===== config.mk =====
export PLATFORM = sky130hd
export DESIGN_NAME = rd_arbiter
export DESIGN_NICKNAME = d
export VERILOG_FILES = /design/src/hdl/mc_rd_pkg.sv /design/src/hdl/rd_arbiter.sv
export SDC_FILE = /design/constraint.sdc
export NUM_CORES = 1
export LEC_CHECK = 0
export ABC_AREA = 1
export BUFFER_PORTS_ARGS = -buffer_cell sky130_fd_sc_hd__buf_2
export CAP_MARGIN = 10
export CORE_AREA = 5 5 102 104
export CTS_CLUSTER_DIAMETER = 100
export DETAILED_ROUTE_END_ITERATION = 8
export DIE_AREA = 0 0 107 109
export REMOVE_ABC_BUFFERS = 1
export SLEW_MARGIN = 25
export SYNTH_ARGS = -nofsm -noshare
export SYNTH_HDL_FRONTEND = slang
export SYNTH_SLANG_ARGS = --single-unit

===== constraint.sdc =====
create_clock -name clk -period 2.51 [get_ports clk]
set_input_delay 0.251 -clock clk [delete_from_list [all_inputs] [get_ports clk]]
set_output_delay 0.251 -clock clk [all_outputs]
set_load 0.01 [all_outputs]

===== src/hdl/mc_rd_pkg.sv =====
package mc_rd_pkg;

    ////////////////////////////////////////
    // sizes
    ////////////////////////////////////////
    localparam int NUM_CH     = 4;  // read channels
    localparam int ADDR_W     = 30; // word address
    localparam int LEN_W      = 8;  // burst length, words minus one
    localparam int DATA_W     = 32; // memory and fifo word
    localparam int FIFO_DEPTH = 64; // words per channel fifo
    localparam int CNT_W      = 7;  // fifo fill count, 0..FIFO_DEPTH
    localparam int CH_W       = 2;  // channel index

    ////////////////////////////////////////
    // bundles
    ////////////////////////////////////////
    typedef struct packed {
        logic [ADDR_W-1:0] beg_addr;  // first word of the range
        logic [ADDR_W-1:0] end_addr;  // last word, inclusive
        logic [LEN_W-1:0]  burst_len; // words per burst minus one
    } ch_cfg_t;

    typedef struct packed {
        logic [ADDR_W-1:0] addr; // first word of burst
        logic [LEN_W-1:0]  len;  // words minus one
    } burst_t;

    typedef struct packed {
        logic              en;   // read request valid
        logic [ADDR_W-1:0] addr; // word address
    } mem_req_t;

    typedef struct packed {
        logic              valid; // beat present
        logic [DATA_W-1:0] data;  // returned word
    } fill_t;

    // fsm encodings
    typedef enum logic [1:0] {ARB_IDLE, ARB_START, ARB_BUSY, ARB_RELEASE} arb_state_e;
    typedef enum logic [1:0] {RDR_IDLE, RDR_ISSUE, RDR_DRAIN} rdr_state_e;

endpackage


===== src/hdl/rd_arbiter.sv =====
`timescale 1ns/100ps

module rd_arbiter (
    input  logic                          clk,
    input  logic                          rst_n,
    input  logic [mc_rd_pkg::NUM_CH-1:0]  req,
    input  mc_rd_pkg::burst_t             burst [mc_rd_pkg::NUM_CH],
    output logic [mc_rd_pkg::NUM_CH-1:0]  ack,
    output logic                          start,     // one cycle to reader
    output mc_rd_pkg::burst_t             sel_burst, // granted burst
    input  logic                          done,      // last beat returned
    input  mc_rd_pkg::fill_t              fill,      // beat from reader
    output logic [mc_rd_pkg::NUM_CH-1:0]  fill_en,   // owner write strobe
    output logic [mc_rd_pkg::DATA_W-1:0]  fill_data
);
    import mc_rd_pkg::*;

    arb_state_e       state;
    logic [CH_W-1:0]  owner; // current grant, also last granted
    logic [CH_W-1:0]  pick;  // round-robin winner

    ////////////////////////////////////////
    // round-robin search after owner
    ////////////////////////////////////////
    always_comb begin : rr_search
        logic [CH_W-1:0] idx;
        logic            found;
        pick  = owner;
        found = 1'b0;
        for (int k = 1; k <= NUM_CH; k++) begin
            idx = CH_W'((int'(owner) + k) % NUM_CH);
            if (!found && req[idx]) begin
                pick  = idx;
                found = 1'b1;
            end
        end
    end

    ////////////////////////////////////////
    // grant and acknowledge fsm
    ////////////////////////////////////////
    always_ff @(posedge clk or negedge rst_n) begin
        if (!rst_n) begin
            state <= ARB_IDLE;
            owner <= CH_W'(NUM_CH - 1); // channel 0 searched first
            ack   <= '0;
        end else begin
            case (state)
                ARB_IDLE: begin
                    if (|req) begin
                        owner <= pick;
                        state <= ARB_START;
                    end
                end
                ARB_START: state <= ARB_BUSY; // start pulse here
                ARB_BUSY: begin
                    if (done) begin
                        ack[owner] <= 1'b1; // burst fully written
                        state      <= ARB_RELEASE;
                    end
                end
                ARB_RELEASE: begin
                    if (!req[owner]) begin
                        ack   <= '0;
                        state <= ARB_IDLE;
                    end
                end
                default: state <= ARB_IDLE;
            endcase
        end
    end

    assign start     = (state == ARB_START);
    assign sel_burst = burst[owner]; // channel holds it until ack

    // beat steering, owner only
    always_comb begin
        for (int i = 0; i < NUM_CH; i++) begin
            fill_en[i] = fill.valid && (state == ARB_BUSY) && (owner == CH_W'(i));
        end
    end

    assign fill_data = fill.data;

endmodule


==> impl_metrics.ini <==
[global_routing]
grt_pass1_vias = 3106
grt_overflow_total = 0
groute.usage.overall_pct = 19.7
antenna_found_initial = 0
maximum_number_of_pins_on_one_net_before_global_route_repair = 53
global_route_wire_length_before_repair_mm = 17.2

[timing]
setup_viol = 0
totalNegativeSetupSlack_ns = 0
unrepaired_setup_endpoints_after_global_routing = no
worst_max_slew_margin_expressed_relative_to_the_limit_pct = 70.2
timing.final.crit_share_pct = 83.1
worst_slew_pin_slew_ns = 0.447
fin_crit_ns = 2.08
fin_worst_skew_ns = 0.000810
fin_ws_ns = 0.425
final_max_slew_viol_count = 0
fmax_ghz = 0.480
hold_viol_final = 0

[logic_synthesis]
postSynthCellCount = 349
cells_taking_the_most_area_after_synthesis = sky130_fd_sc_hd__o21ai_0, sky130_fd_sc_hd__nor2_1, sky130_fd_sc_hd__buf_4
synth_sequential_area_ratio_pct = 10.1
ys_seq_elements = 8
synth_area_per_cell_um2 = 5.76
synthesis.area_mm2 = 0.00201
ys_warn_count = 0
yosysTopAreaCell = sky130_fd_sc_hd__o21ai_0
yosys.area.top_type_share_pct = 18.4
ys_types = 22

[placed_design]
detailed_place_hpwl_mm = 10.4
io_buffer_count = 206
placement.setup.worst_slack_ns = 0.676
routabilityCongestion = 1.00

[cts]
postCtsResizedCells = 0
post_cts_buffers = 0
clkSlewWorstSetupHoldPaths_ns = 0.04
cts_max_level = 1
clock_sink_count = 8
cts-buffers-inserted = 3
hold_buffers = 1
clock_tree.root_cell = sky130_fd_sc_hd__clkbuf_8
worst_skew_pair.late_latency_ns = 0.23
tritoncts = built
max-clock-path-buffers = 2

[pwr]
leakagePower_uw = 0.00155
cellPowerDensity_mw_per_mm2 = 1110
irDropWorstVdd_mv = 0.488

[critical_path]
cp_slowest_stage_delay_ns = 0.57
critPathKind = register to output pin
cp-end-kind = output pin
rr_endpoint = owner[1]
reg2reg_depth = 10
timing.critical_path.from_type = register
crit-reg2reg-launch = owner[0]
r2r_setup_slack_ns = 0.69
data_required_time_at_the_worst_endpoint_ns = 2.26
worstPathMaxFanout = 50
cp.arrival_ns = 1.83
slowest_stage = sky130_fd_sc_hd__dfstp_2
timing.critical_path.cells = buf_4 > o21ai_0 > o22ai_1 > buf_2

[floorplan]
core_area_mm2 = 0.00946
design.portCount = 271
die-area_mm2 = 0.0117
floorplan.initialDensity_pct = 21.2
fp.dieH_um = 109
core.rowCount = 36
die_width_um = 107

[route]
post-route-drc-count = 0
detailedRoute.firstPassIterationCount = 4
postRouteAntennaNets = 0
vias = 3091
per_cell_via_count_in_the_routed_design = 4.98
drt_first_iter_violations = 185
drt-wirelength-per-cell_um = 19.6
totalWireLength_mm = 12.1

[status]
run_status = finished clean

[final_layout]
flow.area_growth_from_synthesis_pct = 44.6
count_of_antenna_diodes_in_the_layout = 0
drive_gt1_share_pct = 45.4
layout.nets = 710

[flow_run]
maxCapViolCount = 0

[min_path]
hold_path.class = input port to asynchronous set/reset pin
-- power by group --
group,leakage [uW],switching [uW],internal (uW)
Clock,0.0000216,53.3,104
Sequential,0.0000954,54.9,205
Combinational,0.00143,1780,1030
Total,0.00155,1890,1340
-- registers in the layout, indices dropped and copies added, names as in the netlist --
signal  count
ack         4
owner       2
state       2
-- through the flow --
step / util (%) / cells / total power [uW] / hold slack (ns) / instance area, um2
finish: 30.7 / 621 / 3230 / 0.390 / 2910
global placement: 30.2 / 617 / 3010 / 0.109 / 2860
CTS: 30.7 / 621 / 3250 / 0.398 / 2910
global route: 30.7 / 621 / 3590 / 0.416 / 2910
floorplan: - / 292 / 2000 / -0.0446 / 1640
detailed placement: 30.2 / 617 / 3080 / 0.106 / 2860
-- cells in the final DEF, fill, tap and decap left out, drive strengths merged --
cell type and n:
buf 211, clkbuf 3, inv 10, ha 9
nand3 16, dfrtp 6, nand2 37, o22ai 38
o21ai 82, a21oi 1, dlygate4sd3 1, nor2 86
dfstp 2, o211ai 1, o21bai 4
-- cell type report --
cell class              count  area, um2
flip-flops and latches      8        203
clock buffers               3       41.3
repair buffers            212       1080
inverters                  10       42.5
well taps                 114        143
multi-input cells         274       1400
fillers                  1063       6550
-- cell usage after synthesis --
library cell and number:
sky130_fd_sc_hd__nor2_1 86, sky130_fd_sc_hd__o21ai_0 74, sky130_fd_sc_hd__o22ai_1 38, sky130_fd_sc_hd__buf_4 36, sky130_fd_sc_hd__nand2_1 31, sky130_fd_sc_hd__clkbuf_1 12, sky130_fd_sc_hd__nand3_1 11, sky130_fd_sc_hd__ha_1 9
sky130_fd_sc_hd__inv_1 8, sky130_fd_sc_hd__o21ai_1 8, sky130_fd_sc_hd__buf_2 7, sky130_fd_sc_hd__dfrtp_1 6, sky130_fd_sc_hd__nand2_2 6, sky130_fd_sc_hd__nand3_2 5, sky130_fd_sc_hd__o21bai_1 4, sky130_fd_sc_hd__dfstp_2 2
sky130_fd_sc_hd__a21oi_1 1, sky130_fd_sc_hd__buf_1 1, sky130_fd_sc_hd__buf_6 1, sky130_fd_sc_hd__inv_2 1, sky130_fd_sc_hd__inv_6 1, sky130_fd_sc_hd__o211ai_4 1
-- metal layers --
metal  track usage [%]  vias up  share of wire [%]
li1                  -     1483                  -
met1              20.2     1370                 35
met2              32.8      215                 45
met3              11.5       21                 16
met4              7.21        2                3.7
met5              6.25        -               0.81
-- worst max-delay path by stage --
stage               slack [ns]  startpoint       endpoint
finish                    0.43    owner[0]   sel_burst[8]
global route              0.30    owner[0]   sel_burst[8]
CTS                       0.43    owner[0]   sel_burst[8]
detailed placement        0.68    owner[0]  sel_burst[14]
global placement          0.71    owner[0]   sel_burst[8]
floorplan                -0.07    owner[0]       owner[0]
-- logic make-up after synthesis --
group / count (synthesis) / synth area share, %
adders and majority gates: 9 / 5.60
buffers and inverters: 67 / 20.3
AOI/OAI and AO/OA: 126 / 35.1
and+or+nand+nor: 139 / 29.0
DFF: 8 / 10.1
-- worst max-delay path, delay by kind of cell, from the launching register on --
family | cells | cell delay, ns
compound gates | 2 | 0.42
buf+inv | 2 | 0.59
flops | 1 | 0.57
(Power assumes the default switching activity.)
