$ cat config.mk
export PLATFORM = sky130hd
export DESIGN_NAME = rd_channel
export DESIGN_NICKNAME = d
export VERILOG_FILES = /design/src/hdl/mc_rd_pkg.sv /design/src/hdl/chan_fifo.sv /design/src/hdl/rd_channel.sv
export SDC_FILE = /design/constraint.sdc
export NUM_CORES = 2
export LEC_CHECK = 0
export ABC_CLOCK_PERIOD_IN_PS = 18580
export BUFFER_PORTS_ARGS = -buffer_cell sky130_fd_sc_hd__clkbuf_2
export CAP_MARGIN = 10
export CORE_UTILIZATION = 30
export CTS_BUF_LIST = sky130_fd_sc_hd__clkbuf_8 sky130_fd_sc_hd__clkbuf_16
export DETAILED_ROUTE_END_ITERATION = 10
export SKIP_CTS_REPAIR_TIMING = 1
export SLEW_MARGIN = 20
export SYNTH_ARGS = -nofsm -noshare
export SYNTH_HDL_FRONTEND = slang
export SYNTH_SLANG_ARGS = --single-unit
export TNS_END_PERCENT = 5
$ cat constraint.sdc
create_clock -name clk -period 18.58 [get_ports clk]
set_input_delay 1.858 -clock clk [delete_from_list [all_inputs] [get_ports clk]]
set_output_delay 1.858 -clock clk [all_outputs]
set_load 0.02 [all_outputs]
$ cat src/hdl/mc_rd_pkg.sv
package mc_rd_pkg;

    ////////////////////////////////////////
    // sizes
    ////////////////////////////////////////
    localparam int NUM_CH     = 4;  // read channels
    localparam int ADDR_W     = 30; // word address
    localparam int LEN_W      = 8;  // burst length, words minus one
    localparam int DATA_W     = 32; // memory and fifo word
    localparam int FIFO_DEPTH = 64; // words per channel fifo
    localparam int CNT_W      = 7;  // fifo fill count, 0..FIFO_DEPTH
    localparam int CH_W       = 2;  // channel index

    ////////////////////////////////////////
    // bundles
    ////////////////////////////////////////
    typedef struct packed {
        logic [ADDR_W-1:0] beg_addr;  // first word of the range
        logic [ADDR_W-1:0] end_addr;  // last word, inclusive
        logic [LEN_W-1:0]  burst_len; // words per burst minus one
    } ch_cfg_t;

    typedef struct packed {
        logic [ADDR_W-1:0] addr; // first word of burst
        logic [LEN_W-1:0]  len;  // words minus one
    } burst_t;

    typedef struct packed {
        logic              en;   // read request valid
        logic [ADDR_W-1:0] addr; // word address
    } mem_req_t;

    typedef struct packed {
        logic              valid; // beat present
        logic [DATA_W-1:0] data;  // returned word
    } fill_t;

    // fsm encodings
    typedef enum logic [1:0] {ARB_IDLE, ARB_START, ARB_BUSY, ARB_RELEASE} arb_state_e;
    typedef enum logic [1:0] {RDR_IDLE, RDR_ISSUE, RDR_DRAIN} rdr_state_e;

endpackage

$ cat src/hdl/chan_fifo.sv
`timescale 1ns/100ps

module chan_fifo (
    input  logic                          clk,
    input  logic                          rst_n,
    input  logic                          wr_en,    // push one word
    input  logic [mc_rd_pkg::DATA_W-1:0]  wr_data,
    input  logic                          rd_en,    // pop request
    output logic [mc_rd_pkg::DATA_W-1:0]  rd_data,  // head word, show-ahead
    output logic                          rd_valid, // fifo not empty
    output logic [mc_rd_pkg::CNT_W-1:0]   count     // words held
);
    import mc_rd_pkg::*;

    logic [DATA_W-1:0] mem [FIFO_DEPTH]; // storage ring
    logic [CNT_W-2:0]  wr_ptr;           // wraps at FIFO_DEPTH
    logic [CNT_W-2:0]  rd_ptr;
    logic              pop;              // qualified pop

    assign rd_valid = (count != '0);
    assign rd_data  = mem[rd_ptr];       // head always visible
    assign pop      = rd_en && rd_valid; // pop on empty ignored

    // storage write
    always_ff @(posedge clk) begin
        if (wr_en) begin
            mem[wr_ptr] <= wr_data;
        end
    end

    // pointers and occupancy
    always_ff @(posedge clk or negedge rst_n) begin
        if (!rst_n) begin
            wr_ptr <= '0;
            rd_ptr <= '0;
            count  <= '0;
        end else begin
            if (wr_en) begin
                wr_ptr <= wr_ptr + 1'b1;
            end
            if (pop) begin
                rd_ptr <= rd_ptr + 1'b1;
            end
            case ({wr_en, pop})
                2'b10:   count <= count + 1'b1; // push only
                2'b01:   count <= count - 1'b1; // pop only
                default: count <= count;        // both or neither
            endcase
        end
    end

endmodule

$ cat src/hdl/rd_channel.sv
`timescale 1ns/100ps

module rd_channel (
    input  logic                          clk,
    input  logic                          rst_n,
    input  mc_rd_pkg::ch_cfg_t            cfg,       // range and burst size
    input  logic                          rd_en,     // user pop
    output logic [mc_rd_pkg::DATA_W-1:0]  rd_data,
    output logic                          rd_valid,
    output logic                          req,       // burst request to arbiter
    output mc_rd_pkg::burst_t             burst,     // held while req high
    input  logic                          ack,       // burst fully in fifo
    input  logic                          fill_en,   // beat for this channel
    input  logic [mc_rd_pkg::DATA_W-1:0]  fill_data
);
    import mc_rd_pkg::*;

    logic [ADDR_W-1:0] off;       // words walked since beg_addr
    logic [ADDR_W-1:0] addr;      // next burst start
    logic [ADDR_W-1:0] remain;    // words left up to end_addr, minus one
    logic [ADDR_W-1:0] last_addr; // final word of next burst
    logic [LEN_W-1:0]  len;       // sized burst, minus one
    logic [CNT_W-1:0]  count;     // fifo occupancy
    logic [LEN_W:0]    space;     // free fifo words
    logic [LEN_W:0]    need;      // words in next burst
    logic              room;

    ////////////////////////////////////////
    // address walker and burst sizing
    ////////////////////////////////////////
    assign addr      = cfg.beg_addr + off;
    assign remain    = cfg.end_addr - addr;
    assign len       = (remain < ADDR_W'(cfg.burst_len)) ? remain[LEN_W-1:0]
                                                         : cfg.burst_len; // cut at end_addr
    assign last_addr = addr + ADDR_W'(len);

    assign space = (LEN_W+1)'(FIFO_DEPTH) - (LEN_W+1)'(count);
    assign need  = (LEN_W+1)'(len) + 1'b1;
    assign room  = (space >= need); // whole burst fits

    // off only moves on ack, so burst stays put during req
    assign burst.addr = addr;
    assign burst.len  = len;

    ////////////////////////////////////////
    // four-phase request side
    ////////////////////////////////////////
    always_ff @(posedge clk or negedge rst_n) begin
        if (!rst_n) begin
            req <= 1'b0;
            off <= '0;
        end else if (!req) begin
            if (!ack && room) begin // previous ack gone low
                req <= 1'b1;
            end
        end else if (ack) begin
            req <= 1'b0; // falling half
            if (last_addr >= cfg.end_addr) begin
                off <= '0; // wrap to beg_addr
            end else begin
                off <= off + ADDR_W'(len) + 1'b1;
            end
        end
    end

    chan_fifo u_fifo (
        .clk      (clk),
        .rst_n    (rst_n),
        .wr_en    (fill_en),
        .wr_data  (fill_data),
        .rd_en    (rd_en),
        .rd_data  (rd_data),
        .rd_valid (rd_valid),
        .count    (count)
    );

endmodule

==> results.rst <==
.. list-table::
   :header-rows: 1

   * - Metric
     - Value
   * - Total core area
     - 286000 µm²
   * - Wire per inst
     - 25.5 µm
   * - Total negative setup slack
     - 0 ns
   * - Worst slew pin tran
     - 1.21 ns
   * - Endpoint class of the critical path
     - register
   * - Via count
     - 42100
   * - Clock Skew
     - 0.0967 ns
   * - Die Area
     - 290000 µm²
   * - Count of flip-flops with a built-in enable after synthesis
     - 2048
   * - Reported leakage power
     - 31.4 nW
   * - Worst-skew pair later-pin latency
     - 0.87 ns
   * - Headroom to the max-slew limit
     - 19.3%
   * - Port Buffers
     - 176
   * - Proportion of synthesized chip area in sequential cells
     - 72.7%
   * - Endpoints failing setup
     - 0
   * - # clock sinks
     - 2098
   * - WL final
     - 212000 µm
   * - Post-synth ARST share
     - 2.38%
   * - Detailed Place HPWL
     - 124000 µm
   * - Largest net degree at the start of global routing
     - 152
   * - Post-route DRC violation count
     - 0
   * - Die boundary width
     - 538 µm
   * - Number of hold violations in the final report
     - 0
   * - Highest-delay cell along the critical path
     - mux2_1
   * - Vias in the first global route
     - 43637
   * - 1st-pass router iterations
     - 5
   * - Antenna violations before repair
     - 30
   * - Class of the most critical setup path
     - input port to register
   * - 1st-iter DRT viols
     - 4069
   * - Post-route clock period utilization
     - 68.0%
   * - CP peak stage delay
     - 0.65 ns
   * - Unrepaired setup endpoints after global routing
     - no
   * - Clock Pin Slew Worst Setup and Hold Paths
     - 0.06 ns
   * - Cell count of the worst reg-to-reg path
     - 53
   * - Number of placed I/O pins
     - 177
   * - Power per standard cell area
     - 146 nW/µm²
   * - Leftover overflow at the end of global routing
     - 0
   * - Flops & latches, synth
     - 2098
   * - Post-synth top flop
     - edfxtp_1
   * - Cell count of the worst hold path
     - 1
   * - Average cell area after synthesis
     - 21.0 µm²
   * - Type of element launching the critical path
     - input port
   * - Count of different cell masters after synthesis
     - 89
   * - Placer Congestion
     - 0.850
   * - Cells after Synth
     - 4102
   * - Starting density of the core
     - 30.2%
   * - Post-synthesis cell area
     - 86300 µm²
   * - Clock tree buffer depth
     - 4
   * - Result of the run
     - finished, final reports clean
   * - Final Net Count
     - 4627
   * - Arrival time of data at the critical path endpoint
     - 13.31 ns
   * - Wire length of the first global-routing pass
     - 307000 µm
   * - Layout cell share with drive strength beyond 1
     - 29.0%
   * - Worst EP required
     - 19.26 ns
   * - CP Max Fanout
     - 23
   * - Max_cap viols
     - 0
   * - Slew Limit Fails
     - 0
   * - Most frequent cell on the critical path
     - a21oi_1
   * - Highest clock frequency the design can meet
     - 79.2 MHz
   * - Maximum resistive drop on vdd
     - 143 µV
   * - P&R area growth vs syn
     - 14.4%
   * - Chip height
     - 538 µm
   * - Type of the worst min-delay path
     - register to register
   * - Number of buffers created by CTS
     - 205
   * - Via density per instance
     - 5.06
   * - CTS tree
     - built
   * - All-layer global routing usage
     - 14.4%
   * - Layout Utilization
     - 34.6%
   * - Number of core rows
     - 196
   * - Yosys warning count
     - 0
   * - Number of nets in the synthesized netlist
     - 4335
   * - DRT antenna net count
     - 0
   * - Clock root cell
     - clkbuf_16
   * - Minimum clock period after layout
     - 12.63 ns
   * - CTS H-tree lvls
     - 4
[sequential cells by signal, summed over array words and instances, names as in the netlist]
register / count
u_fifo.rd_ptr: 6
u_fifo.mem: 2048
req: 1
u_fifo.count: 7
off: 30
u_fifo.wr_ptr: 6
[through the flow]
stage	power [mW]	setup slack [ns]	instances	hold slack (ns)	instance area, µm²
finish	14.5	5.95	8315	0.526	98700
global route	15.1	5.07	8309	0.558	98700
CTS	14.6	6.09	8304	0.532	98600
detailed placement	10.7	5.26	7948	0.527	92400
global placement	10.7	5.32	7948	0.516	92400
floorplan	8.98	6.62	4102	0.475	86300
[worst max-delay path: cells and delay by family]
kind	cells	cell delay, ns
buffers and inverters	4	0.45
AND/OR/NAND/NOR	14	2.32
multiplexers	1	0.65
adder cells (fa/ha/maj)	5	1.62
AO/OA/AOI/OAI	28	5.83
XOR/XNOR	2	0.56
[per-layer routing]
layer	vias to the layer above	routed length [µm]	global-route usage [%]
met2	1427	104000	23.9
li1	17802	-	-
met5	-	53	0
met1	22546	88500	19.1
met4	8	6500	4.65
met3	317	13800	2.68
[synthesized netlist by cell type, drive strengths merged (10+ instances only)]
master | number | area, µm²
a211oi | 14 | 118
a21o | 41 | 308
a21oi | 72 | 379
a31oi | 15 | 100
and3 | 21 | 131
buf | 72 | 292
clkbuf | 117 | 439
dfrtp | 50 | 1250
edfxtp | 2048 | 61500
ha | 123 | 1540
inv | 104 | 390
mux4 | 672 | 15100
nand2 | 113 | 424
nand2b | 15 | 93.8
nand3 | 41 | 205
nand4 | 28 | 181
nor2 | 142 | 533
nor2b | 20 | 125
nor3 | 26 | 130
o211ai | 16 | 130
o21a | 16 | 120
o21ai | 62 | 314
o21bai | 10 | 75.1
xnor2 | 84 | 743
xor2 | 36 | 315
[logic make-up after synthesis]
family                   Yosys count  synth area share [%]
AO/OA/AOI/OAI                    314                  2.53
XOR/XNOR                         120                  1.23
adder cells (fa/ha/maj)          135                  1.98
buffers and inverters            293                  1.30
flip-flops                      2098                  72.7
multiplexers                     685                  17.7
AND/OR/NAND/NOR                  457                  2.55
[layout make-up]
cell class | instances | area (µm²)
timing repair buffer | 274 | 1760
tap | 3762 | 4710
clock inverter | 149 | 991
clock buffer | 207 | 5180
sequential | 2098 | 62800
inverter | 104 | 390
antenna | 10 | 25.0
multi-input combinational | 1711 | 22900
fill | 26374 | 187000
[final timing paths]
path	start	endpoint	slack, ns
max reg2reg	off[0]	off[6]	6.67
max in group asynchronous	rst_n	u_fifo.rd_ptr[3]	16.61
max	cfg[38]	off[6]	5.95
min in group asynchronous	rst_n	off[4]	1.26
min	u_fifo.wr_ptr[2]	u_fifo.wr_ptr[2]	0.53
min reg2reg	u_fifo.wr_ptr[2]	u_fifo.wr_ptr[2]	0.53
[layout by cell type (no fill, tap or decap), types with 6 or more instances in the layout]
master	synthesis	layout
nand2b_1	15	15
o21ai_0	57	57
nand2_1	113	113
inv_6	0	6
a21o_1	41	41
clkinv_1	0	45
o21bai_1	10	10
a21oi_1	69	69
and2_1	9	9
and3_1	21	20
nor2_4	0	58
bufinv_16	0	12
o21a_1	16	16
clkbuf_16	0	207
inv_1	102	146
xor2_1	36	36
clkbuf_2	0	153
nor2b_1	20	20
nor3_1	26	21
maj3_1	6	6
diode_2	0	10
mux4_2	672	672
clkinv_2	0	35
a211oi_1	13	13
nor4_1	9	9
edfxtp_1	2048	2048
o211ai_1	14	14
dfrtp_1	50	44
xnor2_1	83	83
or3_1	7	7
a31oi_1	14	14
buf_12	0	6
buf_4	2	112
nor2_1	142	84
nand4_1	27	27
nand3_1	41	41
ha_1	123	123
[power by group]
part,internal [mW],switching [mW],leakage [nW]
clock,2.18,1.73,3.21
sequential,5.39,0.180,19.1
combinational,2.21,2.78,9.12
(Power assumes the default switching activity.)
