[src/hdl/mc_rd_pkg.sv]
package mc_rd_pkg;

    ////////////////////////////////////////
    // sizes
    ////////////////////////////////////////
    localparam int NUM_CH     = 4;  // read channels
    localparam int ADDR_W     = 30; // word address
    localparam int LEN_W      = 8;  // burst length, words minus one
    localparam int DATA_W     = 32; // memory and fifo word
    localparam int FIFO_DEPTH = 64; // words per channel fifo
    localparam int CNT_W      = 7;  // fifo fill count, 0..FIFO_DEPTH
    localparam int CH_W       = 2;  // channel index

    ////////////////////////////////////////
    // bundles
    ////////////////////////////////////////
    typedef struct packed {
        logic [ADDR_W-1:0] beg_addr;  // first word of the range
        logic [ADDR_W-1:0] end_addr;  // last word, inclusive
        logic [LEN_W-1:0]  burst_len; // words per burst minus one
    } ch_cfg_t;

    typedef struct packed {
        logic [ADDR_W-1:0] addr; // first word of burst
        logic [LEN_W-1:0]  len;  // words minus one
    } burst_t;

    typedef struct packed {
        logic              en;   // read request valid
        logic [ADDR_W-1:0] addr; // word address
    } mem_req_t;

    typedef struct packed {
        logic              valid; // beat present
        logic [DATA_W-1:0] data;  // returned word
    } fill_t;

    // fsm encodings
    typedef enum logic [1:0] {ARB_IDLE, ARB_START, ARB_BUSY, ARB_RELEASE} arb_state_e;
    typedef enum logic [1:0] {RDR_IDLE, RDR_ISSUE, RDR_DRAIN} rdr_state_e;

endpackage

[src/hdl/burst_reader.sv]
`timescale 1ns/100ps

module burst_reader (
    input  logic                          clk,
    input  logic                          rst_n,
    input  logic                          start,      // new burst
    input  mc_rd_pkg::burst_t             burst,
    output logic                          done,       // one cycle after last beat
    output mc_rd_pkg::mem_req_t           mem_req,
    input  logic                          mem_ready,  // accept this cycle
    input  logic [mc_rd_pkg::DATA_W-1:0]  mem_rdata,
    input  logic                          mem_rvalid, // one cycle after accept
    output mc_rd_pkg::fill_t              fill
);
    import mc_rd_pkg::*;

    rdr_state_e        state;
    logic [ADDR_W-1:0] cur_addr;  // next address to issue
    logic [LEN_W-1:0]  len_q;     // latched burst length
    logic [LEN_W-1:0]  issue_cnt; // accepted reads
    logic [LEN_W-1:0]  ret_cnt;   // returned beats
    logic              accept;

    assign mem_req.en   = (state == RDR_ISSUE);
    assign mem_req.addr = cur_addr; // held through stalls
    assign accept       = mem_req.en && mem_ready;

    assign fill.valid = mem_rvalid && (state != RDR_IDLE);
    assign fill.data  = mem_rdata;

    // address and length of the active burst
    always_ff @(posedge clk) begin
        if (state == RDR_IDLE && start) begin
            cur_addr <= burst.addr;
            len_q    <= burst.len;
        end else if (accept) begin
            cur_addr <= cur_addr + 1'b1; // consecutive words
        end
    end

    always_ff @(posedge clk or negedge rst_n) begin
        if (!rst_n) begin
            state     <= RDR_IDLE;
            issue_cnt <= '0;
            ret_cnt   <= '0;
            done      <= 1'b0;
        end else begin
            done <= 1'b0;
            if (fill.valid) begin
                ret_cnt <= ret_cnt + 1'b1;
            end
            case (state)
                RDR_IDLE: begin
                    if (start) begin
                        issue_cnt <= '0;
                        ret_cnt   <= '0;
                        state     <= RDR_ISSUE;
                    end
                end
                RDR_ISSUE: begin
                    if (accept) begin
                        issue_cnt <= issue_cnt + 1'b1;
                        if (issue_cnt == len_q) begin
                            state <= RDR_DRAIN; // all addresses out
                        end
                    end
                end
                RDR_DRAIN: begin
                    if (mem_rvalid && ret_cnt == len_q) begin
                        done  <= 1'b1; // last beat seen
                        state <= RDR_IDLE;
                    end
                end
                default: state <= RDR_IDLE;
            endcase
        end
    end

endmodule

[config.mk]
export PLATFORM = sky130hd
export DESIGN_NAME = burst_reader
export DESIGN_NICKNAME = d
export VERILOG_FILES = /design/src/hdl/mc_rd_pkg.sv /design/src/hdl/burst_reader.sv
export SDC_FILE = /design/constraint.sdc
export NUM_CORES = 1
export LEC_CHECK = 0
export ABC_AREA = 0
export BUFFER_PORTS_ARGS = -buffer_cell sky130_fd_sc_hd__buf_4
export CORE_MARGIN = 3
export CORE_UTILIZATION = 53
export DETAILED_ROUTE_END_ITERATION = 6
export HOLD_SLACK_MARGIN = 0.03
export PLACE_DENSITY = 0.87
export SYNTH_ARGS = -nofsm -noshare
export SYNTH_HDL_FRONTEND = slang
export SYNTH_SLANG_ARGS = --single-unit
[constraint.sdc]
create_clock -name clk -period 5.9 [get_ports clk]
set_input_delay 1.18 -clock clk [delete_from_list [all_inputs] [get_ports clk]]
set_output_delay 1.18 -clock clk [all_outputs]
set_load 0.03 [all_outputs]
==> impl_metrics.py, run 1 <==
metrics = {
    "status": {
        "status": "finished clean",
    },
    "timing": {
        "whs_ps": 589,
        "final.min_clock_period_ps": 3330,
        "maxSlewHeadroom_pct": 38.8,
        "fmax_mhz": 300,
        "final_max_slew_viol_count": 0,
        "setup_viol": 0,
        "grt_setup_unrepaired": "false",
        "setup_ws_ps": 2570,
        "hold_viol_final": 0,
        "period_share_pct": 56.5,
        "worst_pin_slew_ps": 916,
        "setup_tns_ps": 0,
        "clock-skew-final_ps": 10.5,
    },
    "worst_setup_path": {
        "slowest_delay_ps": 660,
        "crit_required_ps": 6160,
        "startpoint_type": "input pin",
        "cp_slowest_cell": "nand2_1",
        "reg2reg_from": "state[1]$_DFFE_PN0P_",
        "path_class": "input pin to flip-flop",
        "rr_worst_depth": 6,
        "r2r_slack_ps": 2780,
        "critPathArrivalTime_ps": 3600,
        "crit_fanout": 32,
        "r2r-end": "issue_cnt[4]$_DFFE_PN0P_",
        "end_kind": "flip-flop",
        "path_cells": "buf_4 > nand2_1 > inv_1 > buf_4 > or4_1 > o21ai_0",
        "cpMostUsedCell": "buf_4",
    },
    "place": {
        "dpl_cell_area_sq_um": 3790,
        "placed_cells": 458,
        "io_buffers": 75,
        "dp_hpwl_microns": 5500,
        "post-place-ws_ps": 2220,
        "gp_congestion": 0.775,
    },
    "synthesis": {
        "synth_edf_count": 38,
        "syn_area_per_cell_sq_um": 9.68,
        "async_flop_share_pct": 33.3,
        "synth-main-ff-cell": "edfxtp_1",
        "yosysWarnings": 0,
        "syn_area_sq_um": 3430,
        "netlist_instances": 354,
        "syn-num-nets": 432,
        "ys_ff_latch": 57,
        "synth.distinct_cells": 34,
        "synth-seq-area-share_pct": 47.2,
    },
    "grt": {
        "grt_pass1_vias": 2704,
        "antenna_found_initial": 0,
        "grt.total_usage_pct": 21.2,
        "grt_pass1_wl_microns": 12400,
        "grt_max_degree": 33,
        "grt.overflow.total": 0,
    },
    "clock_tree": {
        "cts_max_level": 3,
        "cts_sinks": 57,
        "postCtsSetupRepairBufs": 0,
        "ctsResizeCount": 0,
        "cts_buffers": 9,
        "clk_latency_ps": 340,
        "hold_buffers": 0,
        "cts.path.max_buffers": 2,
        "clkSlewWorstSetupHoldPaths_ps": 60,
        "cts_tree": "built",
        "root_buffer": "clkbuf_8",
    },
    "min_path": {
        "hold_end": "issue_cnt[7]$_DFFE_PN0P_",
        "worstHoldStart": "issue_cnt[7]$_DFFE_PN0P_",
        "holdPathStages": 2,
        "hp-class": "flip-flop to flip-flop",
    },
    "floorplan": {
        "io_pins": 140,
        "initial_utilization_pct": 56.2,
        "die_h_microns": 86.4,
        "row_count": 28,
        "dieArea_sq_um": 7470,
        "die_x_microns": 86.4,
        "core_area_sq_um": 6100,
    },
    "power": {
        "comb_power_share_pct": 36.0,
        "clockPowerShare_pct": 21.4,
        "p_total_mw": 1.79,
        "p_int_mw": 1.08,
        "max-vdd-ir-drop_mv": 0.255,
        "cellPowerDensity_nw_per_um2": 449,
        "switching_share_pct": 39.7,
        "power.switching_uw": 712,
        "leakagePower_nw": 1.58,
        "p_seq_share_pct": 42.6,
    },
    "cells_and_area": {
        "mostFrequentLayoutCell": "buf_4",
        "final_util_pct": 65.5,
        "area_growth_pct": 16.6,
        "layout-drive-gt1-share_pct": 24.3,
        "final_cell_mix": "buf_4 (77), nand2_1 (38), edfxtp_1 (38)",
        "antennaDiodeCount": 0,
        "fin_nets": 472,
        "design_area_sq_um": 4000,
        "final_cells": 474,
    },
    "routing": {
        "wl_per_cell_microns": 16.2,
        "first_iter_violations": 152,
        "routed_wl_microns": 7700,
        "vias_per_cell": 5.88,
        "drtAntennaViolNets": 0,
        "dr.pass1.iters": 4,
        "drc": 0,
        "vias": 2788,
    },
    "flow_run": {
        "drv_cap": 0,
    },
}
-- worst max-delay path by stage --
stage,start,endpoint,slack (ps),cells past startpoint
2_1_floorplan,mem_ready,cur_addr[0]$_DFFE_PP_,2820,2
3_3_place_gp,start,issue_cnt[4]$_DFFE_PN0P_,2300,6
3_5_place_dp,start,issue_cnt[4]$_DFFE_PN0P_,2220,6
4_1_cts,start,issue_cnt[4]$_DFFE_PN0P_,2590,6
5_1_grt,start,issue_cnt[4]$_DFFE_PN0P_,2310,6
6_report,start,issue_cnt[4]$_DFFE_PN0P_,2570,6
-- flip-flops by register name (all words and copies together) (netlist names) --
| signal | cells |
|---|---|
| issue_cnt | 8 |
| cur_addr | 30 |
| done | 1 |
| ret_cnt | 8 |
| state | 2 |
| len_q | 8 |
-- cells in the mapped netlist, drive strengths merged, types with 6 or more instances --
cell type,number,share of area (%)
nor4,6,1.1
xnor2,23,5.9
xor2,18,4.6
nand4,17,3.7
and4,6,1.6
clkbuf,10,1.1
nand3,16,2.3
edfxtp,38,33
dfrtp,19,14
a31oi,13,2.4
o21ai,32,4.7
nor3,6,0.88
inv,6,0.66
nor2,28,3.1
and3,7,1.3
or3,10,1.8
nand2,38,4.2
buf,38,8.1
-- power by group through the flow --
| stage | clock (mW) | combinational (mW) | sequential, mW |
|---|---|---|---|
| floorplan | 0 | 0.359 | 0.855 |
| global placement | 0 | 0.620 | 0.756 |
| detailed placement | 0 | 0.646 | 0.764 |
| CTS | 0.387 | 0.650 | 0.758 |
| global route | 0.407 | 0.704 | 0.784 |
| finish | 0.384 | 0.645 | 0.763 |
-- critical path, delay by kind of cell --
family	cells	cell delay, ps
AO/OA/AOI/OAI	1	80
buffers and inverters	3	1180
AND/OR/NAND/NOR	2	1140
-- layer usage --
| metal | GRT usage, % | vias up | part of all wire (%) |
|---|---|---|---|
| li1 | - | 1335 | - |
| met1 | 25.1 | 1324 | 42 |
| met2 | 35.2 | 110 | 48 |
| met3 | 6.27 | 19 | 7.9 |
| met4 | 10.5 | 0 | 1.9 |
| met5 | 0 | - | 0 |
-- logic make-up after synthesis --
kind of cell    Yosys count  share of synthesized area [%]
compound gates           55                           9.16
xor+xnor                 41                           10.5
fa+ha+maj                 3                           1.10
buf+inv                  54                           9.82
flops                    57                           47.2
mux                       1                          0.292
simple gates            143                           22.0
-- area by class of cell --
type,count,area (sq um)
Fill cell,492,2100
Inverter,6,22.5
Clock buffer,14,173
Multi-Input combinational cell,243,1480
Tap cell,75,93.8
Clock inverter,2,35.0
Sequential cell,57,1620
Timing Repair Buffer,77,578
(Power assumes the default switching activity.)
==> inputs of run 2 (changes only) <==
CORE_UTILIZATION = 44   (was 53)
PLACE_DENSITY = 0.77   (was 0.87)
clock period = 2.8 ns   (was 5.9 ns; I/O delays follow)
==> impl_metrics.py, run 2 (same netlist as run 1, synthesis figures left out) <==
metrics = {
    "power": {
        "cellPowerDensity_nw_per_um2": 919,
        "max-vdd-ir-drop_mv": 0.383,
        "leakagePower_nw": 1.57,
    },
    "clock_tree": {
        "cts_max_level": 3,
        "cts_tree": "built",
        "ctsResizeCount": 0,
        "clk_latency_ps": 340,
        "cts.path.max_buffers": 2,
        "cts_sinks": 57,
        "cts_buffers": 9,
        "clkSlewWorstSetupHoldPaths_ps": 60,
        "hold_buffers": 0,
        "postCtsSetupRepairBufs": 0,
        "root_buffer": "clkbuf_8",
    },
    "status": {
        "status": "finished clean",
    },
    "routing": {
        "dr.pass1.iters": 5,
        "routed_wl_microns": 7670,
        "vias_per_cell": 5.47,
        "drtAntennaViolNets": 0,
        "first_iter_violations": 159,
        "wl_per_cell_microns": 15.3,
        "drc": 0,
        "vias": 2737,
    },
    "worst_setup_path": {
        "crit_required_ps": 2240,
        "end_kind": "output pin",
        "r2r_slack_ps": 690,
        "startpoint_type": "flip-flop",
        "path_class": "flip-flop to output pin",
        "crit_fanout": 15,
        "critPathArrivalTime_ps": 1810,
    },
    "cells_and_area": {
        "largest-register": "cur_addr",
        "antennaDiodeCount": 0,
        "regArea_sq_um": 1620,
        "area_growth_pct": 17.3,
        "fillers": 648,
        "final_cell_mix": "buf_4 (79), nand2_1 (38), edfxtp_1 (38)",
        "layout-drive-gt1-share_pct": 24.2,
        "multi_input_area_sq_um": 1480,
        "fin_nets": 474,
        "mostFrequentLayoutCell": "buf_4",
        "largest_reg_flops": 30,
    },
    "place": {
        "io_buffers": 75,
        "post-place-ws_ps": 701,
        "dp_hpwl_microns": 5690,
        "gp_congestion": 0.879,
    },
    "grt": {
        "grt_max_degree": 34,
        "grt.overflow.total": 0,
        "grt_pass1_vias": 2687,
        "antenna_found_initial": 0,
        "grt.total_usage_pct": 18.1,
        "grt_pass1_wl_microns": 12300,
    },
    "flow_run": {
        "drv_cap": 0,
    },
    "timing": {
        "setup_viol": 0,
        "clock-skew-final_ps": 12.5,
        "final_max_slew_viol_count": 0,
        "period_share_pct": 84.8,
        "fmax_mhz": 421,
        "grt_setup_unrepaired": "false",
        "worst_pin_slew_ps": 598,
        "hold_viol_final": 0,
        "setup_tns_ps": 0,
        "setup_ws_ps": 425,
        "maxSlewHeadroom_pct": 59.0,
        "final.min_clock_period_ps": 2370,
    },
    "floorplan": {
        "row_count": 31,
        "dieArea_sq_um": 8880,
        "core_area_sq_um": 7410,
        "io_pins": 140,
        "die_h_microns": 94.3,
        "die_x_microns": 94.3,
        "initial_utilization_pct": 46.3,
    },
    "min_path": {
        "hp-class": "input pin to async pin",
    },
}
[run 2: cell types whose count changed in the layout (fill, tap and decap cells not counted), sizes merged]
cell	change
buf	+2
clkbuf	-2
clkinv	+2
[run 2: critical path, cell delays in order, from the launching register on]
cell and delay (ps):
dfrtp_1 520, o21ai_0 500, inv_1 230, buf_4 230
[run 2: per-layer routing]
layer / wire (microns) / track usage [%]
met3: 622 / 6.57
met2: 3670 / 29.4
met4: 105 / 6.74
met5: 0 / 0
met1: 3270 / 21.8
[run 2: metrics by stage]
stage                     hold WS (ps)  std cells  power (mW)  util, %  instance area [sq um]
after floorplan                    264        354        2.56        -                   3430
after global placement             453        484        2.92     51.7                   3830
after detailed placement           456        484        2.98     51.7                   3830
after CTS                         86.4        500        3.72     54.3                   4020
after global routing              82.9        500        3.94     54.3                   4020
final                             87.0        500        3.70     54.3                   4020
[run 2: cell type report]
cell class                      instances  share of cell area, %
Sequential cell                        57                   40.2
Multi-Input combinational cell        243                   36.7
Tap cell                               99                   3.08
Clock inverter                          4                   1.06
Clock buffer                           12                   3.61
Inverter                                6                  0.560
Timing Repair Buffer                   79                   14.8
[run 2: final timing paths]
kind,from,endpoint,cells after the start
max in group asynchronous,rst_n,done$_DFF_PN0_,1
max,state[1]$_DFFE_PN0P_,fill[32],3
min reg2reg,issue_cnt[0]$_DFFE_PN0P_,issue_cnt[0]$_DFFE_PN0P_,1
min in group clk,burst[1],len_q[1]$_DFFE_PP_,1
max reg2reg,cur_addr[4]$_DFFE_PP_,cur_addr[28]$_DFFE_PP_,4
min,rst_n,issue_cnt[4]$_DFFE_PN0P_,1
[run 2: power by group]
group          leakage (nW)  internal [mW]  switching, mW
Sequential            0.610           1.25          0.346
Combinational         0.868          0.552          0.812
Clock                0.0954          0.428          0.309
==> inputs of run 3 (changes only) <==
CORE_UTILIZATION = 49   (was 44)
PLACE_DENSITY = 0.81   (was 0.77)
clock period = 2.2 ns   (was 2.8 ns; I/O delays follow)
==> impl_metrics.py, run 3 (same netlist as run 1, synthesis figures left out) <==
metrics = {
    "place": {
        "gp_congestion": 0.868,
        "dp_hpwl_microns": 5800,
        "post-place-ws_ps": 228,
        "io_buffers": 75,
    },
    "timing": {
        "clock-skew-final_ps": 11.5,
        "setup_ws_ps": 174,
        "worst_pin_slew_ps": 626,
        "grt_setup_unrepaired": "false",
        "final.min_clock_period_ps": 2030,
        "maxSlewHeadroom_pct": 57.1,
        "period_share_pct": 92.1,
        "setup_viol": 0,
        "setup_tns_ps": 0,
        "fmax_mhz": 494,
        "final_max_slew_viol_count": 0,
        "whs_ps": 275,
        "hold_viol_final": 0,
    },
    "routing": {
        "first_iter_violations": 142,
        "vias": 2765,
        "routed_wl_microns": 7780,
        "vias_per_cell": 5.56,
        "dr.pass1.iters": 4,
        "wl_per_cell_microns": 15.7,
        "drtAntennaViolNets": 0,
        "drc": 0,
    },
    "floorplan": {
        "die_h_microns": 89.6,
        "initial_utilization_pct": 52.2,
        "dieArea_sq_um": 8030,
        "row_count": 29,
        "core_area_sq_um": 6570,
        "die_x_microns": 89.6,
        "io_pins": 140,
    },
    "clock_tree": {
        "cts.path.max_buffers": 2,
        "cts_sinks": 57,
        "root_buffer": "clkbuf_8",
        "ctsResizeCount": 0,
        "clkSlewWorstSetupHoldPaths_ps": 60,
        "clk_latency_ps": 340,
        "cts_max_level": 3,
        "cts_tree": "built",
        "cts_buffers": 9,
    },
    "cells_and_area": {
        "largest-register": "cur_addr",
        "regArea_sq_um": 1620,
        "area_growth_pct": 17.1,
        "fin_nets": 477,
        "final_cell_mix": "buf_4 (81), nand2_1 (38), edfxtp_1 (38)",
        "largest_reg_flops": 30,
        "multi_input_area_sq_um": 1480,
        "layout-drive-gt1-share_pct": 24.8,
        "fillers": 574,
        "final_util_pct": 61.1,
        "mostFrequentLayoutCell": "buf_4",
        "antennaDiodeCount": 0,
    },
    "power": {
        "max-vdd-ir-drop_mv": 0.512,
        "cellPowerDensity_nw_per_um2": 1150,
        "leakagePower_nw": 1.58,
    },
    "grt": {
        "grt_pass1_wl_microns": 12800,
        "grt.overflow.total": 0,
        "grt.total_usage_pct": 20.8,
        "antenna_found_initial": 0,
        "grt_max_degree": 41,
        "grt_pass1_vias": 2757,
    },
    "worst_setup_path": {
        "crit_fanout": 15,
        "reg2reg_from": "cur_addr[0]$_DFFE_PP_",
        "crit_required_ps": 1760,
        "r2r-end": "cur_addr[24]$_DFFE_PP_",
        "critPathArrivalTime_ps": 1590,
        "startpoint_type": "flip-flop",
        "rr_worst_depth": 6,
        "r2r_slack_ps": 220,
        "end_kind": "output pin",
        "path_class": "flip-flop to output pin",
    },
    "flow_run": {
        "drv_cap": 0,
    },
    "min_path": {
        "holdPathStages": 1,
        "worstHoldStart": "burst[3]",
        "hp-class": "input pin to flip-flop",
        "hold_end": "len_q[3]$_DFFE_PP_",
    },
    "status": {
        "status": "finished clean",
    },
}
-- run 3: worst max-delay path: stages, from the launching register on --
cell and delay, ps:
dfrtp_1 520, o21ai_0 330, inv_1 190, buf_4 210
-- run 3: final cells by class --
| cell class | count | area share (%) |
|---|---|---|
| Clock buffer | 12 | 3.62 |
| Tap cell | 93 | 2.90 |
| Timing Repair Buffer | 82 | 15.4 |
| Sequential cell | 57 | 40.3 |
| Multi-Input combinational cell | 243 | 36.8 |
| Inverter | 6 | 0.561 |
| Clock inverter | 4 | 0.468 |
-- run 3: layer usage --
layer | routed length (microns) | vias to the layer above | GRT usage, %
li1 | - | 1339 | -
met2 | 3860 | 111 | 35.0
met4 | 157 | 0 | 9.20
met1 | 3180 | 1297 | 25.2
met5 | 0 | - | 0
met3 | 592 | 18 | 5.20
-- run 3: repair_timing --
| action | CTS | global route |
|---|---|---|
| setup buffers | 0 | 0 |
| hold buffers | 1 | 0 |
| endpoints found under the hold margin | 19 | 0 |
| endpoints found under the setup margin | 0 | 0 |
-- run 3: how the worst max path moves through the flow --
stage / startpoint / to / slack, ps / depth (start not counted)
3_3_place_gp: cur_addr[0]$_DFFE_PP_ / cur_addr[18]$_DFFE_PP_ / 330 / 6
5_1_grt: cur_addr[0]$_DFFE_PP_ / cur_addr[20]$_DFFE_PP_ / 60 / 6
4_1_cts: state[1]$_DFFE_PN0P_ / fill[32] / 160 / 3
3_5_place_dp: cur_addr[0]$_DFFE_PP_ / cur_addr[24]$_DFFE_PP_ / 230 / 6
6_report: state[1]$_DFFE_PN0P_ / fill[32] / 170 / 3
2_1_floorplan: cur_addr[0]$_DFFE_PP_ / cur_addr[18]$_DFFE_PP_ / 210 / 7
-- run 3: stage by stage --
step | cells | total power [mW] | instance area, sq um
2_1_floorplan | 354 | 3.25 | 3430
3_3_place_gp | 480 | 3.72 | 3840
3_5_place_dp | 480 | 3.80 | 3840
4_1_cts | 497 | 4.65 | 4010
5_1_grt | 497 | 4.94 | 4010
6_report | 497 | 4.62 | 4010
-- run 3: report_power, final --
group	total (mW)	switching [mW]	internal (mW)
logic	1.75	1.04	0.708
registers	2.03	0.443	1.59
clock network	0.842	0.412	0.430
total	4.62	1.89	2.73
